<file path="src/source/afu_pkg.sv">
// widths, class indices, credit limits, host command and response codes, queue word
package afu_pkg;

	localparam int ADDRESS_WIDTH = 64;
	localparam int TAG_WIDTH     = 8;
	localparam int NUM_TAGS      = 16;
	localparam int NUM_CLASSES   = 3;
	localparam int CLASS_WIDTH   = 2;
	localparam int CREDIT_WIDTH  = 8;

	// class queue sizing
	localparam int QUEUE_DEPTH    = 8;
	localparam int QUEUE_HEADROOM = 2;

	// class indices, also the round-robin order
	localparam logic [CLASS_WIDTH-1:0] CLASS_READ  = 2'd0;
	localparam logic [CLASS_WIDTH-1:0] CLASS_WRITE = 2'd1;
	localparam logic [CLASS_WIDTH-1:0] CLASS_WED   = 2'd2;

	// per-class limits, element 0 is read
	localparam logic [NUM_CLASSES-1:0][CREDIT_WIDTH-1:0] CLASS_CREDITS = {
		8'd1,
		8'd4,
		8'd4
	};

	typedef enum logic [12:0] {
		READ_CL  = 13'h0A50,
		WRITE_MI = 13'h0D60,
		READ_WED = 13'h0A00
	} command_code_t;

	typedef enum logic [7:0] {
		DONE    = 8'h00,
		AERROR  = 8'h01,
		DERROR  = 8'h03,
		NLOCK   = 8'h04,
		NRES    = 8'h05,
		FLUSHED = 8'h06,
		FAULT   = 8'h07,
		FAILED  = 8'h08,
		PAGED   = 8'h0A
	} response_code_t;

	// one queued command
	typedef struct packed {
		logic [ADDRESS_WIDTH-1:0] address;
		command_code_t            code;
	} command_word_t;

endpackage
</file>
<file path="src/source/channel_if.sv">
// class channel interface with channel, arbiter and router modports
`timescale 1ns/1ps

interface channel_if;

	// channel side
	logic                   request;
	afu_pkg::command_word_t command;

	// arbiter pop, one cycle
	logic grant;

	// credits back from the response side
	logic                              credit_return;
	logic [afu_pkg::CREDIT_WIDTH-1:0] credit_count;

	modport channel (
		output request,
		output command,
		input  grant,
		input  credit_return,
		input  credit_count
	);

	modport arbiter (
		input  request,
		input  command,
		output grant
	);

	modport router (
		output credit_return,
		output credit_count
	);

endinterface

</file>
<file path="src/source/afu_command_path.sv">
// command path top level: class channels, arbiter, tag table and response router
`timescale 1ns/1ps

module afu_command_path #(
	parameter int QUEUE_DEPTH = afu_pkg::QUEUE_DEPTH,
	parameter int NUM_TAGS    = afu_pkg::NUM_TAGS,
	parameter logic [afu_pkg::NUM_CLASSES-1:0][afu_pkg::CREDIT_WIDTH-1:0] CLASS_CREDITS =
		afu_pkg::CLASS_CREDITS
) (
	input  logic                               clock,
	input  logic                               rstn,
	input  logic                               enabled,
	// compute side commands
	input  logic                               cmd_valid,
	input  logic [afu_pkg::CLASS_WIDTH-1:0]    cmd_class,
	input  logic [afu_pkg::ADDRESS_WIDTH-1:0]  cmd_address,
	input  afu_pkg::command_code_t             cmd_code,
	output logic [afu_pkg::NUM_CLASSES-1:0]    cmd_almost_full,
	// host link issue
	input  logic [afu_pkg::CREDIT_WIDTH-1:0]   room,
	output logic                               issue_valid,
	output logic [afu_pkg::TAG_WIDTH-1:0]      issue_tag,
	output logic [afu_pkg::ADDRESS_WIDTH-1:0]  issue_address,
	output afu_pkg::command_code_t             issue_code,
	// host link responses
	input  logic                               psl_rsp_valid,
	input  logic [afu_pkg::TAG_WIDTH-1:0]      psl_rsp_tag,
	input  afu_pkg::response_code_t            psl_rsp_code,
	input  logic [afu_pkg::CREDIT_WIDTH-1:0]   psl_rsp_credits,
	// delivered responses
	output logic                               rsp_valid,
	output logic [afu_pkg::CLASS_WIDTH-1:0]    rsp_class,
	output logic [afu_pkg::TAG_WIDTH-1:0]      rsp_tag,
	output afu_pkg::response_code_t            rsp_code,
	output logic [afu_pkg::ADDRESS_WIDTH-1:0]  rsp_address,
	output logic                               rsp_error
);

	channel_if links [afu_pkg::NUM_CLASSES] ();

	afu_pkg::command_word_t             push_command;
	logic                               tag_ready;
	logic                               alloc;
	logic [afu_pkg::CLASS_WIDTH-1:0]    alloc_class;
	logic [afu_pkg::ADDRESS_WIDTH-1:0]  alloc_address;
	logic [afu_pkg::TAG_WIDTH-1:0]      alloc_tag;
	logic [afu_pkg::TAG_WIDTH-1:0]      lookup_tag;
	logic [afu_pkg::CLASS_WIDTH-1:0]    lookup_class;
	logic [afu_pkg::ADDRESS_WIDTH-1:0]  lookup_address;
	logic                               lookup_hit;
	logic                               tag_release;
	logic                               total_return;
	logic [afu_pkg::CREDIT_WIDTH-1:0]   total_count;

	assign push_command.address = cmd_address;
	assign push_command.code    = cmd_code;

//////////////////////////////
// class channels
//////////////////////////////

	// cmd_class steers the push, an unused class value is dropped
	for (genvar i = 0; i < afu_pkg::NUM_CLASSES; i++) begin : gen_channels
		command_channel #(
			.QUEUE_DEPTH(QUEUE_DEPTH),
			.CLASS_LIMIT(CLASS_CREDITS[i])
		) command_channel_i (
			.clock       (clock),
			.rstn        (rstn),
			.enabled     (enabled),
			.push        (cmd_valid && (cmd_class == afu_pkg::CLASS_WIDTH'(i))),
			.push_command(push_command),
			.almost_full (cmd_almost_full[i]),
			.link        (links[i])
		);
	end

//////////////////////////////
// issue side
//////////////////////////////

	command_arbiter command_arbiter_i (
		.clock        (clock),
		.rstn         (rstn),
		.enabled      (enabled),
		.room         (room),
		.channels     (links),
		.tag_ready    (tag_ready),
		.alloc        (alloc),
		.alloc_class  (alloc_class),
		.alloc_address(alloc_address),
		.alloc_tag    (alloc_tag),
		.total_return (total_return),
		.total_count  (total_count),
		.issue_valid  (issue_valid),
		.issue_tag    (issue_tag),
		.issue_address(issue_address),
		.issue_code   (issue_code)
	);

	tag_table #(
		.NUM_TAGS(NUM_TAGS)
	) tag_table_i (
		.clock         (clock),
		.rstn          (rstn),
		.alloc         (alloc),
		.alloc_class   (alloc_class),
		.alloc_address (alloc_address),
		.alloc_tag     (alloc_tag),
		.tag_ready     (tag_ready),
		.lookup_tag    (lookup_tag),
		.lookup_class  (lookup_class),
		.lookup_address(lookup_address),
		.lookup_hit    (lookup_hit),
		.tag_release   (tag_release)
	);

//////////////////////////////
// response side
//////////////////////////////

	response_router response_router_i (
		.clock          (clock),
		.rstn           (rstn),
		.enabled        (enabled),
		.psl_rsp_valid  (psl_rsp_valid),
		.psl_rsp_tag    (psl_rsp_tag),
		.psl_rsp_code   (psl_rsp_code),
		.psl_rsp_credits(psl_rsp_credits),
		.lookup_tag     (lookup_tag),
		.lookup_class   (lookup_class),
		.lookup_address (lookup_address),
		.lookup_hit     (lookup_hit),
		.tag_release    (tag_release),
		.channels       (links),
		.total_return   (total_return),
		.total_count    (total_count),
		.rsp_valid      (rsp_valid),
		.rsp_class      (rsp_class),
		.rsp_tag        (rsp_tag),
		.rsp_code       (rsp_code),
		.rsp_address    (rsp_address),
		.rsp_error      (rsp_error)
	);

endmodule

</file>
<file path="src/source/response_router.sv">
// response router: host response latch, tag lookup, credit returns, response output
`timescale 1ns/1ps

module response_router (
	input  logic                               clock,
	input  logic                               rstn,
	input  logic                               enabled,
	input  logic                               psl_rsp_valid,
	input  logic [afu_pkg::TAG_WIDTH-1:0]      psl_rsp_tag,
	input  afu_pkg::response_code_t            psl_rsp_code,
	input  logic [afu_pkg::CREDIT_WIDTH-1:0]   psl_rsp_credits,
	output logic [afu_pkg::TAG_WIDTH-1:0]      lookup_tag,
	input  logic [afu_pkg::CLASS_WIDTH-1:0]    lookup_class,
	input  logic [afu_pkg::ADDRESS_WIDTH-1:0]  lookup_address,
	input  logic                               lookup_hit,
	output logic                               tag_release,
	channel_if.router                          channels [afu_pkg::NUM_CLASSES],
	output logic                               total_return,
	output logic [afu_pkg::CREDIT_WIDTH-1:0]   total_count,
	output logic                               rsp_valid,
	output logic [afu_pkg::CLASS_WIDTH-1:0]    rsp_class,
	output logic [afu_pkg::TAG_WIDTH-1:0]      rsp_tag,
	output afu_pkg::response_code_t            rsp_code,
	output logic [afu_pkg::ADDRESS_WIDTH-1:0]  rsp_address,
	output logic                               rsp_error
);

	// each response gives back one class credit
	localparam logic [afu_pkg::CREDIT_WIDTH-1:0] ONE_CREDIT = 1;

	logic                               latch_valid;
	logic [afu_pkg::TAG_WIDTH-1:0]      latch_tag;
	afu_pkg::response_code_t            latch_code;
	logic [afu_pkg::CREDIT_WIDTH-1:0]   latch_credits;
	logic [afu_pkg::NUM_CLASSES-1:0]    class_return;

//////////////////////////////
// stage 1, latch
//////////////////////////////

	always_ff @(posedge clock or negedge rstn) begin
		if (!rstn)
			latch_valid <= 1'b0;
		else
			latch_valid <= enabled && psl_rsp_valid;
	end

	always_ff @(posedge clock) begin
		latch_tag     <= psl_rsp_tag;
		latch_code    <= psl_rsp_code;
		latch_credits <= psl_rsp_credits;
	end

	// table answers in this same cycle
	assign lookup_tag  = latch_tag;
	assign tag_release = latch_valid && lookup_hit;

//////////////////////////////
// stage 2, route
//////////////////////////////

	always_ff @(posedge clock or negedge rstn) begin
		if (!rstn) begin
			rsp_valid    <= 1'b0;
			rsp_error    <= 1'b0;
			class_return <= '0;
		end else begin
			rsp_valid <= latch_valid;
			// paged, fault and flushed come out as plain errors
			rsp_error <= latch_valid && ((latch_code != afu_pkg::DONE) || !lookup_hit);
			for (int i = 0; i < afu_pkg::NUM_CLASSES; i++)
				class_return[i] <= tag_release && (lookup_class == afu_pkg::CLASS_WIDTH'(i));
		end
	end

	always_ff @(posedge clock) begin
		rsp_class   <= lookup_class;
		rsp_tag     <= latch_tag;
		rsp_code    <= latch_code;
		rsp_address <= lookup_address;
		total_count <= latch_credits;
	end

	// host credits come back with every response, known tag or not
	assign total_return = rsp_valid;

	for (genvar i = 0; i < afu_pkg::NUM_CLASSES; i++) begin : gen_returns
		assign channels[i].credit_return = class_return[i];
		assign channels[i].credit_count  = ONE_CREDIT;
	end

endmodule

</file>
<file path="src/source/tag_table.sv">
// tag table: free tag allocation, per-tag class and address, tag lookup
`timescale 1ns/1ps

module tag_table #(
	parameter int NUM_TAGS = afu_pkg::NUM_TAGS
) (
	input  logic                               clock,
	input  logic                               rstn,
	input  logic                               alloc,
	input  logic [afu_pkg::CLASS_WIDTH-1:0]    alloc_class,
	input  logic [afu_pkg::ADDRESS_WIDTH-1:0]  alloc_address,
	output logic [afu_pkg::TAG_WIDTH-1:0]      alloc_tag,
	output logic                               tag_ready,
	input  logic [afu_pkg::TAG_WIDTH-1:0]      lookup_tag,
	output logic [afu_pkg::CLASS_WIDTH-1:0]    lookup_class,
	output logic [afu_pkg::ADDRESS_WIDTH-1:0]  lookup_address,
	output logic                               lookup_hit,
	input  logic                               tag_release
);

	localparam int INDEX_WIDTH = (NUM_TAGS > 1) ? $clog2(NUM_TAGS) : 1;

	logic [NUM_TAGS-1:0]                tag_valid;
	logic [afu_pkg::CLASS_WIDTH-1:0]    tag_class   [NUM_TAGS];
	logic [afu_pkg::ADDRESS_WIDTH-1:0]  tag_address [NUM_TAGS];
	logic [INDEX_WIDTH-1:0]             free_index;
	logic [INDEX_WIDTH-1:0]             lookup_index;

	// lowest free slot wins
	always_comb begin
		free_index = '0;
		for (int i = NUM_TAGS - 1; i >= 0; i--) begin
			if (!tag_valid[i])
				free_index = INDEX_WIDTH'(i);
		end
		alloc_tag = '0;
		alloc_tag[INDEX_WIDTH-1:0] = free_index;
	end

	assign tag_ready = ~&tag_valid;

	// lookup path for the router
	assign lookup_index   = lookup_tag[INDEX_WIDTH-1:0];
	assign lookup_hit     = (lookup_tag < NUM_TAGS) && tag_valid[lookup_index];
	assign lookup_class   = tag_class[lookup_index];
	assign lookup_address = tag_address[lookup_index];

	// alloc and release never hit the same slot
	always_ff @(posedge clock or negedge rstn) begin
		if (!rstn) begin
			tag_valid <= '0;
		end else begin
			if (alloc)
				tag_valid[free_index] <= 1'b1;
			if (tag_release)
				tag_valid[lookup_index] <= 1'b0;
		end
	end

	always_ff @(posedge clock) begin
		if (alloc) begin
			tag_class[free_index]   <= alloc_class;
			tag_address[free_index] <= alloc_address;
		end
	end

endmodule

</file>
<file path="src/source/command_arbiter.sv">
// command arbiter: round-robin class pick, link credit total, tag request, issue register
`timescale 1ns/1ps

module command_arbiter (
	input  logic                               clock,
	input  logic                               rstn,
	input  logic                               enabled,
	input  logic [afu_pkg::CREDIT_WIDTH-1:0]   room,
	channel_if.arbiter                         channels [afu_pkg::NUM_CLASSES],
	input  logic                               tag_ready,
	output logic                               alloc,
	output logic [afu_pkg::CLASS_WIDTH-1:0]    alloc_class,
	output logic [afu_pkg::ADDRESS_WIDTH-1:0]  alloc_address,
	input  logic [afu_pkg::TAG_WIDTH-1:0]      alloc_tag,
	input  logic                               total_return,
	input  logic [afu_pkg::CREDIT_WIDTH-1:0]   total_count,
	output logic                               issue_valid,
	output logic [afu_pkg::TAG_WIDTH-1:0]      issue_tag,
	output logic [afu_pkg::ADDRESS_WIDTH-1:0]  issue_address,
	output afu_pkg::command_code_t             issue_code
);

	logic [afu_pkg::NUM_CLASSES-1:0]    request;
	afu_pkg::command_word_t             command [afu_pkg::NUM_CLASSES];
	logic [afu_pkg::CLASS_WIDTH-1:0]    last_class;
	logic [afu_pkg::CLASS_WIDTH-1:0]    winner;
	logic [afu_pkg::CREDIT_WIDTH-1:0]   total;
	logic [afu_pkg::CREDIT_WIDTH-1:0]   total_in;
	logic                               enabled_q;
	logic                               fire;

	// gather requests, hand back pops
	for (genvar i = 0; i < afu_pkg::NUM_CLASSES; i++) begin : gen_ports
		assign request[i]       = channels[i].request;
		assign command[i]       = channels[i].command;
		assign channels[i].grant = fire && (winner == afu_pkg::CLASS_WIDTH'(i));
	end

//////////////////////////////
// round robin
//////////////////////////////

	// search starts one past the last granted class
	always_comb begin
		int  candidate;
		logic found;
		winner = last_class;
		found  = 1'b0;
		for (int offset = 1; offset <= afu_pkg::NUM_CLASSES; offset++) begin
			candidate = (int'(last_class) + offset) % afu_pkg::NUM_CLASSES;
			if (!found && request[candidate]) begin
				winner = afu_pkg::CLASS_WIDTH'(candidate);
				found  = 1'b1;
			end
		end
	end

	// link credit, free tag and a requester all needed
	assign fire = (total != '0) && tag_ready && (|request);

	always_ff @(posedge clock or negedge rstn) begin
		if (!rstn)
			last_class <= afu_pkg::CLASS_WED;
		else if (fire)
			last_class <= winner;
	end

//////////////////////////////
// link credit total
//////////////////////////////

	assign total_in = total_return ? total_count : '0;

	always_ff @(posedge clock or negedge rstn) begin
		if (!rstn) begin
			enabled_q <= 1'b0;
			total     <= '0;
		end else begin
			enabled_q <= enabled;
			// host room taken once at enable
			if (enabled && !enabled_q)
				total <= room;
			else
				total <= total + total_in - {{(afu_pkg::CREDIT_WIDTH-1){1'b0}}, fire};
		end
	end

//////////////////////////////
// tag request and issue
//////////////////////////////

	assign alloc         = fire;
	assign alloc_class   = winner;
	assign alloc_address = command[winner].address;

	always_ff @(posedge clock or negedge rstn) begin
		if (!rstn)
			issue_valid <= 1'b0;
		else
			issue_valid <= fire;
	end

	// payload follows issue_valid
	always_ff @(posedge clock) begin
		if (fire) begin
			issue_tag     <= alloc_tag;
			issue_address <= command[winner].address;
			issue_code    <= command[winner].code;
		end
	end

endmodule

</file>
<file path="src/source/command_channel.sv">
// command channel: class queue, almost-full flag and class credit counter
`timescale 1ns/1ps

module command_channel #(
	parameter int                               QUEUE_DEPTH = afu_pkg::QUEUE_DEPTH,
	parameter logic [afu_pkg::CREDIT_WIDTH-1:0] CLASS_LIMIT = 1
) (
	input  logic                   clock,
	input  logic                   rstn,
	input  logic                   enabled,
	input  logic                   push,
	input  afu_pkg::command_word_t push_command,
	output logic                   almost_full,
	channel_if.channel             link
);

	localparam int POINTER_WIDTH = (QUEUE_DEPTH > 1) ? $clog2(QUEUE_DEPTH) : 1;
	localparam int COUNT_WIDTH   = $clog2(QUEUE_DEPTH + 1);
	localparam logic [COUNT_WIDTH-1:0] FULL_LEVEL = COUNT_WIDTH'(QUEUE_DEPTH);
	localparam logic [COUNT_WIDTH-1:0] ALMOST_FULL_LEVEL =
		COUNT_WIDTH'(QUEUE_DEPTH - afu_pkg::QUEUE_HEADROOM);

	afu_pkg::command_word_t             queue [QUEUE_DEPTH];
	logic [POINTER_WIDTH-1:0]           write_pointer;
	logic [POINTER_WIDTH-1:0]           read_pointer;
	logic [COUNT_WIDTH-1:0]             count;
	logic [afu_pkg::CREDIT_WIDTH-1:0]   credits;
	logic [afu_pkg::CREDIT_WIDTH-1:0]   credit_in;
	logic                               enabled_q;
	logic                               accept;
	logic                               pop;

//////////////////////////////
// queue
//////////////////////////////

	// offered command on a full queue is lost
	assign accept      = push && (count != FULL_LEVEL);
	assign pop         = link.grant;
	assign almost_full = (count >= ALMOST_FULL_LEVEL);

	always_ff @(posedge clock or negedge rstn) begin
		if (!rstn) begin
			write_pointer <= '0;
			read_pointer  <= '0;
			count         <= '0;
		end else begin
			if (accept) begin
				if (write_pointer == POINTER_WIDTH'(QUEUE_DEPTH - 1))
					write_pointer <= '0;
				else
					write_pointer <= write_pointer + 1'b1;
			end
			if (pop) begin
				if (read_pointer == POINTER_WIDTH'(QUEUE_DEPTH - 1))
					read_pointer <= '0;
				else
					read_pointer <= read_pointer + 1'b1;
			end
			// net occupancy change
			case ({accept, pop})
				2'b10:   count <= count + 1'b1;
				2'b01:   count <= count - 1'b1;
				default: count <= count;
			endcase
		end
	end

	// storage only
	always_ff @(posedge clock) begin
		if (accept)
			queue[write_pointer] <= push_command;
	end

	assign link.command = queue[read_pointer];

//////////////////////////////
// class credits
//////////////////////////////

	assign credit_in = link.credit_return ? link.credit_count : '0;

	always_ff @(posedge clock or negedge rstn) begin
		if (!rstn) begin
			enabled_q <= 1'b0;
			credits   <= '0;
		end else begin
			enabled_q <= enabled;
			// limit loaded once on the rising enable
			if (enabled && !enabled_q)
				credits <= CLASS_LIMIT;
			else
				credits <= credits + credit_in - {{(afu_pkg::CREDIT_WIDTH-1){1'b0}}, pop};
		end
	end

	// head of queue is ready and the class may spend
	assign link.request = (count != '0) && (credits != '0);

endmodule

</file>
<file path="config.mk">
export PLATFORM = sky130hd
export DESIGN_NAME = afu_command_path
export DESIGN_NICKNAME = d
export VERILOG_FILES = /design/src/source/afu_pkg.sv /design/src/source/channel_if.sv /design/src/source/afu_command_path.sv /design/src/source/response_router.sv /design/src/source/tag_table.sv /design/src/source/command_arbiter.sv /design/src/source/command_channel.sv
export SDC_FILE = /design/constraint.sdc
export NUM_CORES = 2
export LEC_CHECK = 0
export BUFFER_PORTS_ARGS = -buffer_cell sky130_fd_sc_hd__buf_2
export CAP_MARGIN = 20
export CORE_UTILIZATION = 30
export DETAILED_ROUTE_END_ITERATION = 6
export PLACE_DENSITY_LB_ADDON = 0.05
export SYNTH_ARGS = -nofsm -noshare
export SYNTH_HDL_FRONTEND = slang
export SYNTH_SLANG_ARGS = --single-unit
</file>
<file path="constraint.sdc">
create_clock -name clock -period 22.9 [get_ports clock]
set_clock_uncertainty 0.2 [all_clocks]
set_input_delay 1.145 -clock clock [delete_from_list [all_inputs] [get_ports clock]]
set_output_delay 1.145 -clock clock [all_outputs]
set_load 0.01 [all_outputs]
</file>
## Word level (Yosys, flattened, before mapping)

Memory sizes are Yosys's and may differ from the RTL's. A register that Yosys moved wholly into a read port is not among the register bits.
Index checks and enable logic that the tools add are counted.

| word-level totals | value |
|---|---|
| bits in registers | 219 |
| memories | 5 |
| output and inout bits | 173 |
| logic and storage cells | 213 |
| bits of input ports | 116 |
| memory bits (writable) | 2,904 |

| cells by class | value |
|---|---|
| equal/unequal tests | 21 |
| div/mod/pow operators | 3 |
| reductions and logical operators | 48 |
| bitwise logic cells | 4 |
| order comparisons | 12 |
| $add $sub $neg | 23 |
| multiplexer cells | 66 |

Memory list:

| name | depth | bits a word | read ports | clocked after memory_dff | wr ports | line | RTL |
|---|---|---|---|---|---|---|---|
| tag_table_i.tag_address | 16 | 64 | 1 | 1 | 1 | tag_table.sv:25 | `logic [afu_pkg::ADDRESS_WIDTH-1:0] tag_address [NUM_TAGS];` |
| gen_channels[0].command_channel_i.queue | 8 | 77 | 1 | 0 | 1 | command_channel.sv:23 | `afu_pkg::command_word_t queue [QUEUE_DEPTH];` |
| gen_channels[1].command_channel_i.queue | 8 | 77 | 1 | 0 | 1 | command_channel.sv:23 |  |
| gen_channels[2].command_channel_i.queue | 8 | 77 | 1 | 0 | 1 | command_channel.sv:23 |  |
| tag_table_i.tag_class | 16 | 2 | 1 | 1 | 1 | tag_table.sv:24 | `logic [afu_pkg::CLASS_WIDTH-1:0] tag_class [NUM_TAGS];` |

Operator list:

| kind | count |
|---|---|
| $bmux 77 s2 | 1 |
| $mux 77 | 2 |
| $lt 32x4->1 const B | 3 |
| $mod 32x3->32 const B | 3 |
| $mux 4 | 16 |
| $mux 8 | 5 |
| $reduce_bool 8->1 | 5 |
| $add 8x8->8 | 4 |
| $mux 16 | 2 |
| $sub 8x1->8 | 4 |
| $logic_and 1x1->1 | 26 |
| $pmux 4 s2 | 3 |
| $mux 1 | 22 |
| $add 3x1->3 const B | 6 |
| $eq 3x3->1 const B | 6 |
| $mux 3 | 6 |
| $and 16x16->16 | 1 |
| $not 16->16 | 1 |
| $or 16x16->16 | 1 |
| $reduce_and 16->1 | 1 |
| $add 4x1->4 const B | 3 |
| $eq 2x1->1 const B | 6 |
| $eq 2x2->1 const B | 6 |
| $ge 4x3->1 const B | 3 |
| other kinds (19) | 41 |

## Longest topological paths before layout

| logic depth | value |
|---|---|
| depth in word-level cells | 24 |
| depth in mapped cells | 23 |
| gate-level depth less buffers | 21 |

## Cells and area by module

Synthesis repeated with hierarchy kept, for this count alone.

| unflattened totals | value |
|---|---|
| cell total of the unflattened synthesis | 5,332 |
| area total of the unflattened synthesis | 122,550.0 µm² |

By module, submodules not included:

| module | area each (µm²) | cells each | seq. area each (µm²) | instances |
|---|---|---|---|---|
| command_channel | 24,546.0 | 1,047 | 18,973.2 | 3 |
| tag_table | 40,806.6 | 1,617 | 32,110.8 | 1 |
| command_arbiter | 5,380.2 | 413 | 2,854.0 | 1 |
| response_router | 2,695.1 | 158 | 2,432.3 | 1 |
| afu_command_path | 30.0 | 3 | 0.0 | 1 |

## Least setup slack after synthesis

OpenSTA, ideal clock, no wires.

| timing path | value |
|---|---|
| path kind | flip-flop to flip-flop |
| start point | register gen_channels[1].command_channel_i.credits[6] (netlist name) |
| end point | memory tag_table_i.tag_address[10][0] (netlist name), enable pin |
| data arrival time | 16.157 ns |
| setup time | 0.680 ns |
| setup slack | 5.863 ns |
| stages on the path, launching flop included | 8 |
| path buffers | 0 |
| clock period less this slack | 17.037 ns |
| required time | 22.020 ns |
| cell sequence | dfrtp_1 inv_1 ha_1 or3b_2 o21ai_1 a311oi_1 nand3_1 nor4b_1 |

| between the ends | value |
|---|---|
| cells in the longest elaborated chain, start to end | 6 |

RTL lines:

| element | line | RTL |
|---|---|---|
| start, declared | command_channel.sv:27 | `logic [afu_pkg::CREDIT_WIDTH-1:0] credits;` |
| start signal, assigned | command_channel.sv:93 | `credits <= credits + credit_in - {{(afu_pkg::CREDIT_WIDTH-1){1'b0}}, pop};` |
| $reduce_bool 8->1 | command_channel.sv:98 | `assign link.request = (count != '0) && (credits != '0);` |
| $logic_and 1x1->1 | command_channel.sv:98 |  |
| $reduce_or 3->1 | command_arbiter.sv:59 | `assign fire = (total != '0) && tag_ready && (\|request);` |
| $logic_and 1x1->1 | command_arbiter.sv:59 |  |
| named net alloc | afu_command_path.sv:43 | `logic alloc;` |
| $mux 1 | tag_table.sv:61 | `if (alloc) begin` |
| $mux 1 (not written as such) | tag_table.sv:63 | `tag_address[free_index] <= alloc_address;` |
| end, declared | tag_table.sv:25 |  |

The timed path passes the listed nets, and every way through them passes these cells.

## Final worst setup path

| timing path | value |
|---|---|
| start point | register gen_channels[0].command_channel_i.credits[4] (netlist name) |
| end point | memory tag_table_i.tag_address[12][32] (netlist name), data pin |

| between the ends | value |
|---|---|
| cells in the longest elaborated chain, start to end | 16 |
| elaborated cells between the ends (all ways) | 24 |
| those cells by class | mux (17); bitwise (1); reduce/logical (6) |

RTL lines:

| element | line | RTL |
|---|---|---|
| start, declared | command_channel.sv:27 |  |
| start signal, assigned | command_channel.sv:93 |  |
| $reduce_bool 8->1 (*) | command_channel.sv:98 |  |
| $logic_and 1x1->1 (*) | command_channel.sv:98 |  |
| $bmux 1 s2 | command_arbiter.sv:51 | `if (!found && request[candidate]) begin` |
| $mux 1 (not written as such) (2 in series) | command_arbiter.sv:51 |  |
| $mux 1 | command_arbiter.sv:51 |  |
| $logic_not 1->1 | command_arbiter.sv:51 |  |
| $logic_and 1x1->1 | command_arbiter.sv:51 |  |
| $mux 1 | command_arbiter.sv:51 |  |
| $logic_not 1->1 | command_arbiter.sv:51 |  |
| $logic_and 1x1->1 | command_arbiter.sv:51 |  |
| $mux 2 (*) | command_arbiter.sv:51 |  |
| $not 2->3 (not written as such) (*) | command_arbiter.sv:94 | `assign alloc_address = command[winner].address;` |
| $bmux 77 s2 (*) | command_arbiter.sv:94 |  |
| $mux 77 (not written as such) (*) (2 in series) | command_arbiter.sv:94 |  |
| named net alloc_address, one bit | afu_command_path.sv:45 | `logic [afu_pkg::ADDRESS_WIDTH-1:0] alloc_address;` |

Mark *: on every way through the listed nets, which the timed path passes. The rest lies on a longest branch. The select of a mux whose other input is x is not followed.

==> results.md <==
Status:
- The run finished with clean final reports.

Clock network:
- The clock tree root buffer cell is clkbuf_16.
- The deepest level of the CTS H-tree is 5.
- The number of clock sinks is 3187.
- The clock latency of the later-clocked register in the worst-skew pair is 0.94 ns.
- The number of buffers created by CTS is 371.
- The post-CTS setup repair buffer count is 0.
- TritonCTS built the clock tree.
- The clock passes through at most 4 buffers.
- Clock-pin slew was measured on the worst setup and hold paths at 0.06 ns.

Worst setup path:
- The largest individual stage delay along the critical path comes from the cell buf_4.
- The kind of end point of the critical path is a flip-flop.
- Setup slack on the worst reg-to-reg path comes out at 16.96 ns.
- The critical path starts at gen_channels[0].command_channel_i.credits[4].
- The critical path class is reg2reg.
- The startpoint of the worst-slack reg-to-reg timing path is gen_channels[0].command_channel_i.credits[4].
- The maximum fanout along the worst path is 47.
- At the worst endpoint, the required time is 23.30 ns.
- Following the worst setup path forward leads to its endpoint at tag_table_i.tag_address[12][32].
- In this run the critical register-to-register path is captured at tag_table_i.tag_address[12][32].
- The data arrival time of the critical path is 6.34 ns.
- On the worst path, the slowest cell contributes a delay of 0.71 ns.
- Walking the worst path, the cells encountered are inv_1 > ha_1 > nor4bb_1 > a211o_1 > a21oi_1 > or3_1 > o22ai_4 > buf_4 > buf_4 > nand2_8 > buf_4 > o32ai_2.
- The most prevalent standard cell on the critical path is buf_4.
- The worst setup path is launched from a flip-flop.
- The number of cells on the worst reg-to-reg path is 12.

Timing:
- Setup repair after global routing left no endpoint under its margin.
- The final max-slew violation count was 0.
- The final period demand of the worst path is 5.942 ns.
- Final hold analysis gives a worst-case slack of 0.1199 ns.
- For the pin with the worst max-slew slack, the measured transition is 1.181 ns.
- The maximum clock frequency is 168.3 MHz.
- Dividing the final minimum period by the clock period gives 25.95%.
- The relative slew slack is 20.80%.
- Setup violations remaining at the end of the flow were counted as 0.
- For the final routed database, the setup TNS stands at 0 ns.
- The hold violation count in the final report was 0.

Floorplan:
- For this design the top-level I/O count stands at 289.
- The die boundary width is 635.8 um.
- The number of core rows is 232.
- The die extent in y is 635.8 um.
- The core outline area is 0.3997 mm^2.
- For this configuration, the core starts out at a cell density of 30.15%.
- The die outline area is 0.4043 mm^2.

Worst hold path:
- In this run the worst hold path is classified as reg2reg.
- The number of cells on the worst hold path is 0.

Global routing:
- The first-pass GRT wire length is 493.2 mm.
- The initial antenna violation count is 48.
- The via count of the first global-routing pass came to 60270.
- Summed over all layers, the global routing overflow is 0.
- Entering global routing, the biggest net connects 133 pins.
- Across every metal layer, demand over resource in global routing totals 17.28%.

Route:
- For this run, design rule violations remaining after detail routing come to 0.
- Dividing the detail-routed wire length by the instance count gives 30.70 um.
- For this run, the detailed router's first-pass iteration total came to 7.
- The detailed router placed 56190 vias in this run.
- The via count normalized by instance count is 4.904.
- The post-route antenna net violation count is 0.
- After detailed routing, the total wire length is 351.8 mm.
- The starting DRC count in detailed routing is 4248.

Synth:
- The number of standard cells after synthesis is 5291.
- The register area share after synthesis is 78.09%.
- Among all flip-flop cells after synthesis, the most frequent one is edfxtp_1.
- The async set or reset register ratio after synthesis is 2.761%.
- A synthesized cell averages 22.78 um^2.
- The number of distinct library cells after synthesis is 73.
- The cell area after technology mapping is 0.1205 mm^2.
- The synthesis warning total is 0.
- The number of synthesized register bits is 3187.
- In this run, synthesis inferred 2985 flip-flops with an integrated enable.

Power:
- The internal portion of the total power is 0.01583 W.
- Power comes to 0.02487 W.
- In this run, the combinational gates consume 35.8% of the power.
- VDD sags by at most 0.0001893 V.
- The relative contribution of the clock network to total power is 23.8%.
- The analysis attributes to cell leakage a power of 45.53 nW.
- The areal power density over the cells is 174.8 mW/mm^2.
- Sequential cells account for 40.4% of the total power.
- The net switching share of the total power is 36.34%.
- The analysis attributes to net switching a power of 0.009038 W.

Cells and area:
- The final net count is 6059.
- Summing all flip-flop and latch instances after layout gives 0.09417 mm^2.
- The area growth from synthesis to layout is 18.06%.
- Counting the fill cells in the layout gives 36680.
- The post-route netlist has 31.59% of its cells at a drive strength greater than 1.
- The multi-input logic area is 0.02594 mm^2.

Flow run:
- Max-cap violations in this run came to 0.

Place:
- Summed over all nets, the half-perimeter wirelength after detailed placement is 192.4 mm.
- In this run the tool buffered the top-level ports with 284 buffer cells.
- The weighted congestion reported at the end of routability-driven placement is 0.7082.
[state kept, by name, indices dropped and copies added, names as in the netlist, 2 cells and up]
signal and flops:
tag_table_i.tag_address 1024, response_router_i.rsp_code 8, command_arbiter_i.last_class 2, response_router_i.latch_credits 8, response_router_i.rsp_address 64, response_router_i.latch_code 8
tag_table_i.tag_class 32, command_arbiter_i.issue_address 64, command_arbiter_i.issue_code 13, response_router_i.rsp_class 2, command_arbiter_i.issue_tag 4, response_router_i.rsp_tag 8
command_arbiter_i.total 8, response_router_i.lookup_tag 8, gen_channels.command_channel_i.read_pointer 9, gen_channels.command_channel_i.credits 24, gen_channels.command_channel_i.count 12, gen_channels.command_channel_i.write_pointer 9
response_router_i.class_return 3, tag_table_i.tag_valid 16, response_router_i.total_count 8, gen_channels.command_channel_i.queue 1848
[cell type report]
cell class | count | share of cell area, %
clock inverter | 184 | 1.264
sequential | 3187 | 66.18
tap | 5265 | 4.630
antenna | 18 | 0.03166
clock buffer | 500 | 7.270
inverter | 85 | 0.2295
timing repair buffer | 476 | 2.160
multi-input combinational | 1744 | 18.23
[Yosys cell counts, types with 8 or more instances]
cell,n,share of area [%]
edfxtp_1,2985,74
mux4_2,797,15
clkbuf_1,193,0.60
a211oi_1,160,1.0
nor2b_1,159,0.83
dfxtp_1,114,1.9
dfrtp_1,87,1.8
inv_1,84,0.26
o32ai_1,78,0.57
mux2i_1,77,0.64
nor2_1,73,0.23
ha_1,71,0.74
buf_1,59,0.18
nand2_1,53,0.17
a21oi_1,35,0.15
o21ai_0,23,0.096
xnor2_1,22,0.16
nor3_1,17,0.071
buf_2,15,0.062
xor2_1,15,0.11
a21o_1,13,0.081
nand2b_1,12,0.062
buf_4,10,0.062
o21bai_1,10,0.062
and2_1,9,0.047
nand3_1,9,0.037
o21a_1,9,0.056
nor4_1,8,0.042
[per-stage QoR]
step	instances	setup WS, ns	cell area (um^2)	util (%)
2_1_floorplan	5294	5.863	120500	-
3_3_place_gp	10750	16.92	130100	32.54
3_5_place_dp	10750	16.83	130100	32.54
4_1_cts	11440	16.87	142200	35.58
5_1_grt	11450	16.67	142300	35.59
6_report	11460	16.96	142300	35.60
[worst max-delay path, delay by kind of cell, from the launching register on]
kind            cells  cell delay (ns)
buf+inv             4             1.88
compound gates      4             1.23
simple gates        3             1.56
fa+ha+maj           1             0.14
flops               1             0.38
[cells by family after synthesis]
group           Yosys count  share of synthesized area, %
fa+ha+maj                78                        0.8533
xor+xnor                 37                        0.2689
other cells               1                      0.003111
compound gates          365                         2.245
mux                     885                         15.64
buf+inv                 363                         1.183
simple gates            375                         1.708
flops                  3187                         78.09
[worst min-delay path by stage]
stage	endpoint	slack [ns]	from
finish	response_router_i.total_count[0]	0.12	response_router_i.latch_credits[0]
global route	response_router_i.lookup_tag[4]	0.07	psl_rsp_tag[4]
CTS	response_router_i.latch_code[6]	0.04	psl_rsp_code[6]
detailed placement	response_router_i.total_count[3]	0.12	response_router_i.latch_credits[3]
global placement	response_router_i.total_count[0]	0.11	response_router_i.latch_credits[0]
floorplan	response_router_i.total_count[0]	0.11	response_router_i.latch_credits[0]
[metal layers]
| metal | global-route usage (%) | share of wire [%] | vias up |
|---|---|---|---|
| met2 | 29.30 | 49 | 1087 |
| met1 | 23.56 | 45 | 31060 |
| met4 | 3.686 | 2.0 | 16 |
| met5 | 0 | 0.026 | - |
| li1 | - | - | 23570 |
| met3 | 2.565 | 3.8 | 469 |
[power by group through the flow]
stage	registers [W]	logic [W]	clock network [W]
2_1_floorplan	0.0101	0.00442	0
3_3_place_gp	0.0102	0.00905	0
3_5_place_dp	0.0102	0.00916	0
4_1_cts	0.0101	0.00918	0.00611
5_1_grt	0.0102	0.00963	0.00632
6_report	0.0101	0.00890	0.00592
[cell usage in the layout, fill, tap and decap left out, drive strengths merged, types with 7 or more instances in the layout]
cell / instances
clkbuf: 500
a21o: 13
mux2i: 77
xor2: 15
o32ai: 78
bufinv: 33
xnor2: 22
and2: 9
edfxtp: 2985
nand2b: 12
o21bai: 10
ha: 71
nor4: 8
a211oi: 160
clkinv: 133
nor3: 17
o21ai: 26
dfxtp: 114
fa: 7
dfrtp: 87
o21a: 9
mux2: 11
mux4: 797
nor2b: 159
inv: 99
nand3: 9
nor2: 73
nand2: 54
a31oi: 7
diode: 18
a21oi: 35
buf: 475
[repair_timing]
action / in CTS / in global routing
hold buffers: 1 / 0
gates resized for setup: 0 / 0
endpoints found under the hold margin: 35 / 0
Power figures use the tool's default switching activity.
